`src/rtl/fetch_defs.svh`:
```
`ifndef FETCH_DEFS_SVH
`define FETCH_DEFS_SVH

////////////////////////////////////////
// Fetch stage widths and sizes
////////////////////////////////////////

// Address and instruction word width
`define XLEN 32

// Number of buffer slots
// Also bounds the requests in flight
`define FETCH_DEPTH 3

// Slot index and small counter width
`define SLOT_IDX_W 2

// Upper bits of the trap vector base
`define MTVEC_BASE_W 25

// Interrupt id width for vectored traps
`define IRQ_ID_W 5

`endif

```
`src/rtl/fetch_pkg.sv`:
```
`default_nettype none

`include "fetch_defs.svh"

package fetch_pkg;

  // One fetch address
  typedef logic [`XLEN-1:0] addr_t;

  // One raw instruction word from the bus
  typedef logic [`XLEN-1:0] instr_t;

  // Redirect target selector from the controller
  typedef enum logic [2:0] {
    PC_BOOT     = 3'd0,
    PC_JUMP     = 3'd1,
    PC_BRANCH   = 3'd2,
    PC_MRET     = 3'd3,
    PC_TRAP_EXC = 3'd4,
    PC_TRAP_IRQ = 3'd5
  } pc_mux_e;

  // Buffer slot life cycle
  typedef enum logic [1:0] {
    SLOT_EMPTY   = 2'd0,
    SLOT_PENDING = 2'd1,
    SLOT_FULL    = 2'd2
  } slot_state_e;

endpackage

`default_nettype wire

```
`src/rtl/fetch_requester.sv`:
```
`timescale 1ns/1ps
`default_nettype none

`include "fetch_defs.svh"

module fetch_requester (
  input  logic                     clk,
  input  logic                     rst_n,
  // Redirect from the controller
  input  logic                     pc_set_i,
  input  fetch_pkg::pc_mux_e       pc_mux_i,
  input  fetch_pkg::addr_t         boot_addr_i,
  input  fetch_pkg::addr_t         jump_target_i,
  input  fetch_pkg::addr_t         branch_target_i,
  input  fetch_pkg::addr_t         mepc_i,
  input  logic [`MTVEC_BASE_W-1:0] mtvec_base_i,
  input  logic [`IRQ_ID_W-1:0]     irq_id_i,
  // A full slot was consumed by IF/ID
  input  logic                     pop_i,
  // Instruction bus
  input  logic                     instr_gnt_i,
  input  logic                     instr_rvalid_i,
  input  logic                     instr_err_i,
  input  fetch_pkg::instr_t        instr_rdata_i,
  output logic                     instr_req_o,
  output fetch_pkg::addr_t         instr_addr_o,
  // Slot strobes
  output logic [`FETCH_DEPTH-1:0]  alloc_o,
  output logic [`FETCH_DEPTH-1:0]  fill_o,
  output fetch_pkg::addr_t         alloc_addr_o,
  output fetch_pkg::instr_t        fill_data_o,
  output logic                     fill_err_o,
  // Status
  output logic                     busy_o,
  output logic                     mtvec_init_o
);

  import fetch_pkg::*;

  addr_t                  branch_addr;
  addr_t                  fetch_addr_q;
  logic                   active_q;
  logic                   gnt_acc;
  logic                   resp_keep;
  logic [`SLOT_IDX_W-1:0] alloc_ptr_q;
  logic [`SLOT_IDX_W-1:0] fill_ptr_q;
  // Pending plus full slots
  logic [`SLOT_IDX_W-1:0] occ_q;
  // Granted requests still owed a response
  logic [`SLOT_IDX_W-1:0] inflight_q;
  logic [`SLOT_IDX_W-1:0] inflight_n;
  // Responses of killed requests still to drop
  logic [`SLOT_IDX_W-1:0] discard_q;

  // Slot pointer step with wrap at the last slot
  function automatic logic [`SLOT_IDX_W-1:0] ptr_inc(input logic [`SLOT_IDX_W-1:0] ptr);
    if (ptr == `SLOT_IDX_W'(`FETCH_DEPTH - 1)) begin
      return '0;
    end
    return ptr + 1'b1;
  endfunction

  ////////////////////////////////////////
  // Redirect target
  ////////////////////////////////////////

  always_comb begin
    // Boot word address unless a case below picks another
    branch_addr = {boot_addr_i[`XLEN-1:2], 2'b00};
    unique case (pc_mux_i)
      PC_BOOT:     branch_addr = {boot_addr_i[`XLEN-1:2], 2'b00};
      PC_JUMP:     branch_addr = jump_target_i;
      PC_BRANCH:   branch_addr = branch_target_i;
      // Return to the saved exception PC
      PC_MRET:     branch_addr = mepc_i;
      // All exceptions share the trap base
      PC_TRAP_EXC: branch_addr = {mtvec_base_i, 7'h00};
      // Interrupts are vectored by id
      PC_TRAP_IRQ: branch_addr = {mtvec_base_i, irq_id_i, 2'b00};
      default:     branch_addr = {boot_addr_i[`XLEN-1:2], 2'b00};
    endcase
  end

  // CSR file sets up mtvec on boot
  assign mtvec_init_o = pc_set_i && (pc_mux_i == PC_BOOT);

  ////////////////////////////////////////
  // Request issue and response routing
  ////////////////////////////////////////

  // Request only with a free slot and no stale responses owed
  assign instr_req_o  = active_q && (occ_q != `SLOT_IDX_W'(`FETCH_DEPTH)) &&
                        (discard_q == '0);
  assign instr_addr_o = fetch_addr_q;
  assign gnt_acc      = instr_req_o && instr_gnt_i;

  // Responses after the discards belong to live slots
  assign resp_keep  = instr_rvalid_i && (discard_q == '0);
  assign inflight_n = inflight_q + `SLOT_IDX_W'(gnt_acc) - `SLOT_IDX_W'(instr_rvalid_i);

  always_comb begin
    for (int i = 0; i < `FETCH_DEPTH; i++) begin
      alloc_o[i] = gnt_acc && (alloc_ptr_q == `SLOT_IDX_W'(i));
      fill_o[i]  = resp_keep && (fill_ptr_q == `SLOT_IDX_W'(i));
    end
  end

  assign alloc_addr_o = fetch_addr_q;
  assign fill_data_o  = instr_rdata_i;
  assign fill_err_o   = instr_err_i;
  assign busy_o       = (inflight_q != '0);

  always_ff @(posedge clk or negedge rst_n) begin
    if (!rst_n) begin
      active_q     <= 1'b0;
      fetch_addr_q <= '0;
      alloc_ptr_q  <= '0;
      fill_ptr_q   <= '0;
      occ_q        <= '0;
      inflight_q   <= '0;
      discard_q    <= '0;
    end else begin
      inflight_q <= inflight_n;
      if (pc_set_i) begin
        // Flush turns every request still out into a discard
        active_q     <= 1'b1;
        fetch_addr_q <= branch_addr;
        alloc_ptr_q  <= '0;
        fill_ptr_q   <= '0;
        occ_q        <= '0;
        discard_q    <= inflight_n;
      end else begin
        occ_q <= occ_q + `SLOT_IDX_W'(gnt_acc) - `SLOT_IDX_W'(pop_i);
        if (gnt_acc) begin
          fetch_addr_q <= fetch_addr_q + `XLEN'd4;
          alloc_ptr_q  <= ptr_inc(alloc_ptr_q);
        end
        if (resp_keep) begin
          fill_ptr_q <= ptr_inc(fill_ptr_q);
        end
        // Drop one stale response
        if (instr_rvalid_i && (discard_q != '0)) begin
          discard_q <= discard_q - 1'b1;
        end
      end
    end
  end

endmodule

`default_nettype wire

```
`src/rtl/fetch_slot.sv`:
```
`timescale 1ns/1ps
`default_nettype none

module fetch_slot (
  input  logic                   clk,
  input  logic                   rst_n,
  input  logic                   flush_i,
  // Strobes from the requester and IF/ID
  input  logic                   alloc_i,
  input  logic                   fill_i,
  input  logic                   release_i,
  input  logic                   fill_err_i,
  input  fetch_pkg::addr_t       alloc_addr_i,
  input  fetch_pkg::instr_t      fill_data_i,
  // Slot contents
  output fetch_pkg::slot_state_e state_o,
  output fetch_pkg::addr_t       addr_o,
  output fetch_pkg::instr_t      data_o,
  output logic                   err_o
);

  import fetch_pkg::*;

  slot_state_e state_q;
  addr_t       addr_q;
  instr_t      data_q;
  logic        err_q;

  // Empty -> pending -> full -> empty
  always_ff @(posedge clk or negedge rst_n) begin
    if (!rst_n) begin
      state_q <= SLOT_EMPTY;
    end else if (flush_i) begin
      state_q <= SLOT_EMPTY;
    end else begin
      unique case (state_q)
        SLOT_EMPTY:   if (alloc_i)   state_q <= SLOT_PENDING;
        SLOT_PENDING: if (fill_i)    state_q <= SLOT_FULL;
        SLOT_FULL:    if (release_i) state_q <= SLOT_EMPTY;
        default:      state_q <= SLOT_EMPTY;
      endcase
    end
  end

  // Payload captured with its strobe
  always_ff @(posedge clk) begin
    if (alloc_i) begin
      addr_q <= alloc_addr_i;
    end
    if (fill_i) begin
      data_q <= fill_data_i;
      err_q  <= fill_err_i;
    end
  end

  assign state_o = state_q;
  assign addr_o  = addr_q;
  assign data_o  = data_q;
  assign err_o   = err_q;

endmodule

`default_nettype wire

```
`src/rtl/if_id_stage.sv`:
```
`timescale 1ns/1ps
`default_nettype none

`include "fetch_defs.svh"

module if_id_stage (
  input  logic                    clk,
  input  logic                    rst_n,
  input  logic                    flush_i,
  input  logic                    halt_i,
  input  logic                    id_ready_i,
  // Slot contents
  input  fetch_pkg::slot_state_e  slot_state_i [`FETCH_DEPTH],
  input  fetch_pkg::addr_t        slot_addr_i  [`FETCH_DEPTH],
  input  fetch_pkg::instr_t       slot_data_i  [`FETCH_DEPTH],
  input  logic [`FETCH_DEPTH-1:0] slot_err_i,
  // Consumed slot back to the buffer
  output logic [`FETCH_DEPTH-1:0] release_o,
  output logic                    pop_o,
  // IF/ID pipeline register
  output logic                    if_id_valid_o,
  output fetch_pkg::addr_t        if_id_pc_o,
  output fetch_pkg::instr_t       if_id_instr_o,
  output logic                    if_id_err_o
);

  import fetch_pkg::*;

  logic [`SLOT_IDX_W-1:0] rd_ptr_q;
  logic                   instr_valid;
  logic                   transfer;
  addr_t                  pc_q;
  instr_t                 instr_q;
  logic                   err_q;
  logic                   valid_q;

  ////////////////////////////////////////
  // Oldest slot selection
  ////////////////////////////////////////

  // Oldest slot holds a word and IF is not halted
  assign instr_valid = (slot_state_i[rd_ptr_q] == SLOT_FULL) && !halt_i;
  // No handoff while a redirect kills the buffer
  assign transfer    = instr_valid && id_ready_i && !flush_i;
  assign pop_o       = transfer;

  always_comb begin
    for (int i = 0; i < `FETCH_DEPTH; i++) begin
      release_o[i] = transfer && (rd_ptr_q == `SLOT_IDX_W'(i));
    end
  end

  always_ff @(posedge clk or negedge rst_n) begin
    if (!rst_n) begin
      rd_ptr_q <= '0;
    end else if (flush_i) begin
      rd_ptr_q <= '0;
    end else if (transfer) begin
      rd_ptr_q <= (rd_ptr_q == `SLOT_IDX_W'(`FETCH_DEPTH - 1)) ? '0 : rd_ptr_q + 1'b1;
    end
  end

  ////////////////////////////////////////
  // IF/ID register
  ////////////////////////////////////////

  // Valid drops when ID takes the word and nothing follows
  always_ff @(posedge clk or negedge rst_n) begin
    if (!rst_n) begin
      valid_q <= 1'b0;
    end else if (flush_i) begin
      valid_q <= 1'b0;
    end else if (transfer) begin
      valid_q <= 1'b1;
    end else if (id_ready_i) begin
      valid_q <= 1'b0;
    end
  end

  // Payload frozen while ID stalls
  always_ff @(posedge clk) begin
    if (transfer) begin
      pc_q    <= slot_addr_i[rd_ptr_q];
      instr_q <= slot_data_i[rd_ptr_q];
      err_q   <= slot_err_i[rd_ptr_q];
    end
  end

  assign if_id_valid_o = valid_q;
  assign if_id_pc_o    = pc_q;
  assign if_id_instr_o = instr_q;
  assign if_id_err_o   = err_q;

endmodule

`default_nettype wire

```
`src/rtl/fetch_stage.sv`:
```
`timescale 1ns/1ps
`default_nettype none

`include "fetch_defs.svh"

module fetch_stage (
  input  logic                     clk,
  input  logic                     rst_n,
  // Redirect control
  input  logic                     pc_set_i,
  input  fetch_pkg::pc_mux_e       pc_mux_i,
  input  fetch_pkg::addr_t         boot_addr_i,
  input  fetch_pkg::addr_t         jump_target_i,
  input  fetch_pkg::addr_t         branch_target_i,
  input  fetch_pkg::addr_t         mepc_i,
  input  logic [`MTVEC_BASE_W-1:0] mtvec_base_i,
  input  logic [`IRQ_ID_W-1:0]     irq_id_i,
  input  logic                     halt_if_i,
  input  logic                     id_ready_i,
  // Instruction bus
  output logic                     instr_req_o,
  output fetch_pkg::addr_t         instr_addr_o,
  input  logic                     instr_gnt_i,
  input  logic                     instr_rvalid_i,
  input  fetch_pkg::instr_t        instr_rdata_i,
  input  logic                     instr_err_i,
  // IF/ID pipeline
  output logic                     if_id_valid_o,
  output fetch_pkg::addr_t         if_id_pc_o,
  output fetch_pkg::instr_t        if_id_instr_o,
  output logic                     if_id_err_o,
  // Status
  output logic                     csr_mtvec_init_o,
  output logic                     if_busy_o
);

  import fetch_pkg::*;

  logic [`FETCH_DEPTH-1:0] alloc;
  logic [`FETCH_DEPTH-1:0] fill;
  logic [`FETCH_DEPTH-1:0] slot_release;
  addr_t                   alloc_addr;
  instr_t                  fill_data;
  logic                    fill_err;
  logic                    pop;
  slot_state_e             slot_state [`FETCH_DEPTH];
  addr_t                   slot_addr  [`FETCH_DEPTH];
  instr_t                  slot_data  [`FETCH_DEPTH];
  logic [`FETCH_DEPTH-1:0] slot_err;

  // Next PC, bus requests and response routing
  fetch_requester i_requester (
    .clk             (clk),
    .rst_n           (rst_n),
    .pc_set_i        (pc_set_i),
    .pc_mux_i        (pc_mux_i),
    .boot_addr_i     (boot_addr_i),
    .jump_target_i   (jump_target_i),
    .branch_target_i (branch_target_i),
    .mepc_i          (mepc_i),
    .mtvec_base_i    (mtvec_base_i),
    .irq_id_i        (irq_id_i),
    .pop_i           (pop),
    .instr_gnt_i     (instr_gnt_i),
    .instr_rvalid_i  (instr_rvalid_i),
    .instr_err_i     (instr_err_i),
    .instr_rdata_i   (instr_rdata_i),
    .instr_req_o     (instr_req_o),
    .instr_addr_o    (instr_addr_o),
    .alloc_o         (alloc),
    .fill_o          (fill),
    .alloc_addr_o    (alloc_addr),
    .fill_data_o     (fill_data),
    .fill_err_o      (fill_err),
    .busy_o          (if_busy_o),
    .mtvec_init_o    (csr_mtvec_init_o)
  );

  // Fetch buffer slots
  for (genvar g = 0; g < `FETCH_DEPTH; g++) begin : gen_slot
    fetch_slot i_slot (
      .clk          (clk),
      .rst_n        (rst_n),
      .flush_i      (pc_set_i),
      .alloc_i      (alloc[g]),
      .fill_i       (fill[g]),
      .release_i    (slot_release[g]),
      .fill_err_i   (fill_err),
      .alloc_addr_i (alloc_addr),
      .fill_data_i  (fill_data),
      .state_o      (slot_state[g]),
      .addr_o       (slot_addr[g]),
      .data_o       (slot_data[g]),
      .err_o        (slot_err[g])
    );
  end

  // In-order handoff to decode
  if_id_stage i_if_id (
    .clk           (clk),
    .rst_n         (rst_n),
    .flush_i       (pc_set_i),
    .halt_i        (halt_if_i),
    .id_ready_i    (id_ready_i),
    .slot_state_i  (slot_state),
    .slot_addr_i   (slot_addr),
    .slot_data_i   (slot_data),
    .slot_err_i    (slot_err),
    .release_o     (slot_release),
    .pop_o         (pop),
    .if_id_valid_o (if_id_valid_o),
    .if_id_pc_o    (if_id_pc_o),
    .if_id_instr_o (if_id_instr_o),
    .if_id_err_o   (if_id_err_o)
  );

endmodule

`default_nettype wire

```
`config.mk`:
```
export PLATFORM = sky130hd
export DESIGN_NAME = fetch_stage
export DESIGN_NICKNAME = d
export VERILOG_FILES = /design/src/rtl/fetch_pkg.sv /design/src/rtl/fetch_requester.sv /design/src/rtl/fetch_slot.sv /design/src/rtl/if_id_stage.sv /design/src/rtl/fetch_stage.sv
export VERILOG_INCLUDE_DIRS = /design/src /design/src/rtl
export SDC_FILE = /design/constraint.sdc
export NUM_CORES = 1
export LEC_CHECK = 0
export BUFFER_PORTS_ARGS = -buffer_cell sky130_fd_sc_hd__clkbuf_2
export CAP_MARGIN = 20
export CORE_MARGIN = 2
export CORE_UTILIZATION = 59
export DETAILED_ROUTE_END_ITERATION = 8
export PLACE_DENSITY_LB_ADDON = 0.08
export SLEW_MARGIN = 30
export SYNTH_ARGS = -nofsm -noshare
export SYNTH_HDL_FRONTEND = slang
export SYNTH_SLANG_ARGS = --single-unit
```
`constraint.sdc`:
```
create_clock -name clk -period 14 [get_ports clk]
set_clock_uncertainty 0.15 [all_clocks]
set_input_delay 2.8 -clock clk [delete_from_list [all_inputs] [get_ports clk]]
set_output_delay 2.8 -clock clk [all_outputs]
set_load 0.05 [all_outputs]
```
; Word level (Yosys, flattened, before mapping)
; Index checks and enable logic that the tools add are counted.
[op_classes]
muxes = 52
add_sub_neg = 9
reduce_logical = 38
bitwise_logic = 1
order_cmp = 2
eq_ne = 28
[ops]
columns = operator, n
row1 = 32-bit 2-to-1 mux, 6
row2 = 32-bit one-hot mux with 5 select lines, 1
row3 = 32-bit binary-select mux with 2-bit select, 2
row4 = 2-bit 2-to-1 mux, 28
row5 = 32-bit by 3-bit adder with 32-bit output (second input constant), 1
row6 = 3-bit by 2-bit inequality test with 1-bit output (second input constant), 9
row7 = 1-bit logical AND, 18
row8 = 2-bit one-hot mux with 3 select lines, 3
row9 = 2-bit equality test (second input constant), 7
row10 = 2-bit logical NOT, 7
row11 = 2-bit by 1-bit equality test with 1-bit output (second input constant), 6
row12 = 2-bit nonzero test, 6
row13 = 1-bit 2-to-1 mux, 10
row14 = 3-bit AND reduction, 3
row15 = 2-bit by 1-bit adder with 2-bit output (second input constant), 3
row16 = 3-bit by 2-bit equality test with 1-bit output (second input constant), 2
row17 = 3-bit equality test (second input constant), 2
row18 = 2-bit by 1-bit adder with 2-bit output, 2
row19 = 2-bit binary-select mux with 2-bit select, 1
row20 = 2-bit by 1-bit subtractor with 2-bit output, 2
row21 = 3-bit by 1-bit equality test with 1-bit output (second input constant), 1
row22 = 3-bit >= comparator (second input constant), 1
row23 = 3-bit logical NOT, 1
row24 = 2-bit by 3-bit < comparator with 1-bit output (second input constant), 1
row25 = other kinds (6), 7
[word_totals]
output_inout_bits = 101
inputBits = 201
word_cells = 154
regBits = 312

; Longest topological paths before layout
[logic_depth]
word_depth = 12
depth_mapped = 14
ltp_nobuf = 11

; Hierarchy
; Synthesis repeated with hierarchy kept, for this count alone.
[hier_totals]
cells_unflattened = 1057
area_unflattened_um2 = 14142.3
[modules_own_cells]
columns = mod, n_inst, cells_each, seq_area_each_um2, area_per_inst_um2
row1 = fetch_slot, 3, 73, 2001.9, 2043.2
row2 = fetch_requester, 1, 528, 1076.0, 4444.3
row3 = if_id_stage, 1, 310, 2026.9, 3568.4

; Worst setup path before layout
; OpenSTA, ideal clock, no wires.
[synth_timing]
path_kind = input-to-reg
start = in pc_set_i
end = reg i_requester.occ_q[0]
required_time_ps = 13721
path_stages = 8
setup_slack_ps = 6558
setup_ps = 129
arrival_time_ps = 7163
path_buffers = 3
cell_sequence = clkbuf_1 -> buf_1 -> buf_1 -> nor2_1 -> ha_1 -> inv_1 -> ha_1 -> nor2b_1
[synth_via]
elab_chain_len = 4
[synth_rtl]
columns = element, line
row1 = "start, declared", fetch_stage.sv:10  ; input logic pc_set_i,
row2 = 1-bit logical NOT, if_id_stage.sv:44  ; assign transfer = instr_valid && id_ready_i && !flush_i;
row3 = 1-bit logical AND, if_id_stage.sv:44
row4 = net i_if_id.pop_o, if_id_stage.sv:19  ; output logic pop_o,
row5 = 2-bit by 1-bit subtractor with 2-bit output, fetch_requester.sv:133  ; occ_q <= occ_q + `SLOT_IDX_W'(gnt_acc) - `SLOT_IDX_W'(pop_i);
row6 = 2-bit 2-to-1 mux, fetch_requester.sv:124  ; if (pc_set_i) begin
row7 = "end signal, assigned", fetch_requester.sv:133
row8 = "end, declared", fetch_requester.sv:48  ; logic [`SLOT_IDX_W-1:0] occ_q;
; The timed path passes the listed nets, and every way through them passes these cells.
; A chain may end at the register's enable or synchronous reset.

; Final worst setup path
[layout_timing]
start = in pc_mux_i[0]
end = out csr_mtvec_init_o
[layout_via]
elab_chain_len = 2
[layout_rtl]
columns = element, line
row1 = "start, declared", fetch_stage.sv:11  ; input fetch_pkg::pc_mux_e pc_mux_i,
row2 = 3-bit logical NOT, fetch_requester.sv:85  ; assign mtvec_init_o = pc_set_i && (pc_mux_i == PC_BOOT);
row3 = 1-bit logical AND, fetch_requester.sv:85
row4 = "end, declared", fetch_stage.sv:33  ; output logic csr_mtvec_init_o,
; Every way passes these cells.

==> flow_summary.ini <==
[die]
initial_utilization_pct = 59.82
dieArea_um2 = 24110
core_um2 = 22570
die_h_um = 155.3
num_io_pins = 302
die_w_um = 155.3
row_count = 55

[drt]
drt-wirelength-per-cell_um = 21.41
wl_mm = 34.49
dr_total_vias = 9554
via_per_inst = 5.930
ant_nets = 0
firstDrtPassIters = 7
drt_iter0_markers = 785
drcViolationCount = 0

[yosys]
yosysMostFrequentCell = edfxtp_1
synth_fp_nets = 1223
synth_common_cells = edfxtp_1, nand2_1, o21ai_0, mux2i_1, dfrtp_1
yosys.area_share.simple_pct = 9.990
synth_compound_area_share_pct = 10.66
yosys.area_share.xor_xnor_pct = 1.297
ys_warn_count = 0
synth-seq-cells = 312
syn_area_per_cell_um2 = 13.29
synth_top_cell_by_area = edfxtp_1
netlist.area_leader.share_pct = 57.83
synth_top_family_by_area = compound AO/OA/AOI/OAI gates
synthMuxAreaShare_pct = 7.784
synth-edff-count = 260
synth_cells = 1016
synth_area_um2 = 13500
synthArstFlopShare_pct = 16.67
synth-seq-area-share_pct = 67.46
synth_area_leaders = edfxtp_1, dfrtp_1, mux2i_1, o21ai_0, nand2_1
yosys.area_share.adder_pct = 0.5560
synth_cell_type_count = 64
synth_ff_type = edfxtp_1

[power]
ir_drop_mv = 0.08767
seqPwrFrac_pct = 49.2
p_leak_nw = 6.074
power_density_nw_per_um2 = 149.5
clkPwrFrac_pct = 34.2
internal_power_mw = 1.761
swShare_pct = 27.79
switching_power_uw = 677.7
p_comb_share_pct = 16.6
power.total_mw = 2.439

[sta]
finalSetupViolCount = 0
min_period_ns = 7.250
tightestPinTransition_ns = 0.8216
tns_ns = 0
period_share_pct = 51.79
hold_viol = 0
slew-limit-headroom_pct = 45.17
timing.final.max_slew_violations = 0
setup_ws_ns = 6.750
fmax_mhz = 137.9
rsz0062_at_grt = false

[place]
gp_congestion = 0.9883
pre_cts_ws_ns = 6.783
hpwl_mm = 23.14
dp.cells = 1559
numPortBuffers = 299

[clock_network]
cts_num_sinks = 312
cts_hold_buf = 0
numCtsBuffers = 29
cts_tree = yes
cts-root-buf = clkbuf_16
h-tree-depth = 1
clk_pin_slew_ns = 0.06
clk_latency_ns = 0.54
postCtsSetupRepairBufs = 0
cts_buffer_depth = 3
ctsResizeCount = 0

[cells_and_area]
nets = 1512
stdcell_count = 1611
fin_util_pct = 72.25
n_antenna_cell = 0
area_growth_syn_to_layout_pct = 20.78
drive_gt1_share_pct = 29.64

[worst_setup_path]
cp_data_arrival_time_ns = 4.30
cp_data_required_time_ns = 11.05
path_class = in2out
endpoint_kind = primary output
ff2ff_path_depth = 10
critPathMaxFanout = 60
startpoint_type = primary input

[global_route]
grt.total_usage_pct = 28.39
grt_max_degree = 68
grt_overflow = 0
grt_pass1_wl_mm = 52.38
grt_pass1_vias = 9424
antenna_found_initial = 0

[hold_path]
hold_class = reg2reg
whs_path_depth = 1

[outcome]
run_status = completed

[job]
drv_cap = 0
==> placed cells by master (no fill, tap or decap), drive strengths merged, types with 6 or more instances in the layout <==
| cell | count |
|---|---|
| nor4 | 8 |
| xor2 | 8 |
| o211ai | 8 |
| edfxtp | 260 |
| xnor2 | 12 |
| bufinv | 7 |
| nor2 | 41 |
| nand2 | 110 |
| nand3b | 6 |
| o221ai | 6 |
| buf | 17 |
| mux2 | 8 |
| nand4 | 9 |
| a21oi | 38 |
| o21ai | 106 |
| a31oi | 6 |
| dfrtp | 52 |
| clkinv | 15 |
| inv | 18 |
| ha | 6 |
| clkbuf | 329 |
| nor3b | 12 |
| nand3 | 13 |
| nor3 | 12 |
| o22ai | 14 |
| nand2b | 8 |
| mux2i | 96 |
| and3 | 7 |
| nor2b | 22 |
| a22oi | 8 |
==> sequential cells by signal, indices dropped and copies added (netlist names), 2 cells and up <==
| register | count |
|---|---|
| i_requester.alloc_addr_o | 32 |
| gen_slot.i_slot.data_o | 96 |
| i_requester.discard_q | 2 |
| i_requester.alloc_ptr_q | 2 |
| gen_slot.i_slot.err_o | 3 |
| i_requester.inflight_q | 2 |
| i_if_id.rd_ptr_q | 2 |
| gen_slot.i_slot.state_o | 6 |
| i_if_id.if_id_pc_o | 32 |
| i_requester.fill_ptr_q | 2 |
| gen_slot.i_slot.addr_o | 96 |
| i_requester.occ_q | 2 |
| i_if_id.if_id_instr_o | 32 |
==> power groups by stage <==
stage | clock network (mW) | logic (mW) | registers, mW
floorplan | 0 | 0.202 | 1.27
global placement | 0 | 0.394 | 1.21
detailed placement | 0 | 0.403 | 1.22
CTS | 0.843 | 0.407 | 1.20
global route | 0.875 | 0.442 | 1.21
finish | 0.834 | 0.406 | 1.20
==> routing by layer <==
metal / vias up / share of wire (%) / GRT usage [%]
met5: - / 0 / 0
met2: 424 / 51 / 49.04
li1: 4425 / - / -
met1: 4645 / 39 / 37.15
met3: 60 / 6.9 / 4.930
met4: 0 / 3.0 / 8.781
==> path summary, 6_finish.rpt <==
path	from	end	slack, ns
worst max-delay path	pc_mux_i[0]	csr_mtvec_init_o	6.75
max in group asynchronous	rst_n	i_if_id.rd_ptr_q[0]	10.92
worst min-delay path	gen_slot[2].i_slot.state_o[1]	gen_slot[2].i_slot.state_o[0]	0.35
worst min register to register	gen_slot[2].i_slot.state_o[1]	gen_slot[2].i_slot.state_o[0]	0.35
worst max register to register	i_if_id.rd_ptr_q[0]	i_requester.occ_q[0]	9.72
min in group asynchronous	rst_n	i_requester.alloc_addr_o[1]	2.24
==> metrics by stage <==
stage	cell area [um^2]	hold slack, ns
6_report	16310	0.3489
5_1_grt	16310	0.3879
4_1_cts	16310	0.3480
3_5_place_dp	15290	0.3385
3_3_place_gp	15280	0.3361
2_1_floorplan	13500	0.3084
==> cells by family (layout without fill, tap and decap cells) <==
| logic type | after synthesis | count (layout) |
|---|---|---|
| DFF | 312 | 312 |
| buffers and inverters | 77 | 387 |
| AOI/OAI and AO/OA | 233 | 233 |
| adders and majority gates | 6 | 6 |
| and+or+nand+nor | 264 | 264 |
| xor gates and xnor gates | 20 | 20 |
| muxes | 104 | 104 |
==> layout make-up <==
cell class                 count  area (um^2)
inverter                      19        71.32
timing repair buffer         316         1624
sequential                   312         9114
multi-input combinational    627         4124
tap                          285        356.6
clock buffer                  30        729.5
clock inverter                22        287.8
fill                        1584         6265
==> worst max-delay path, cell delays in order <==
cell,delay (ns)
clkbuf_2,0.08
buf_4,0.55
inv_1,0.35
and3_1,0.25
clkbuf_2,0.23
No activity file was read; power rests on OpenSTA's default activity.
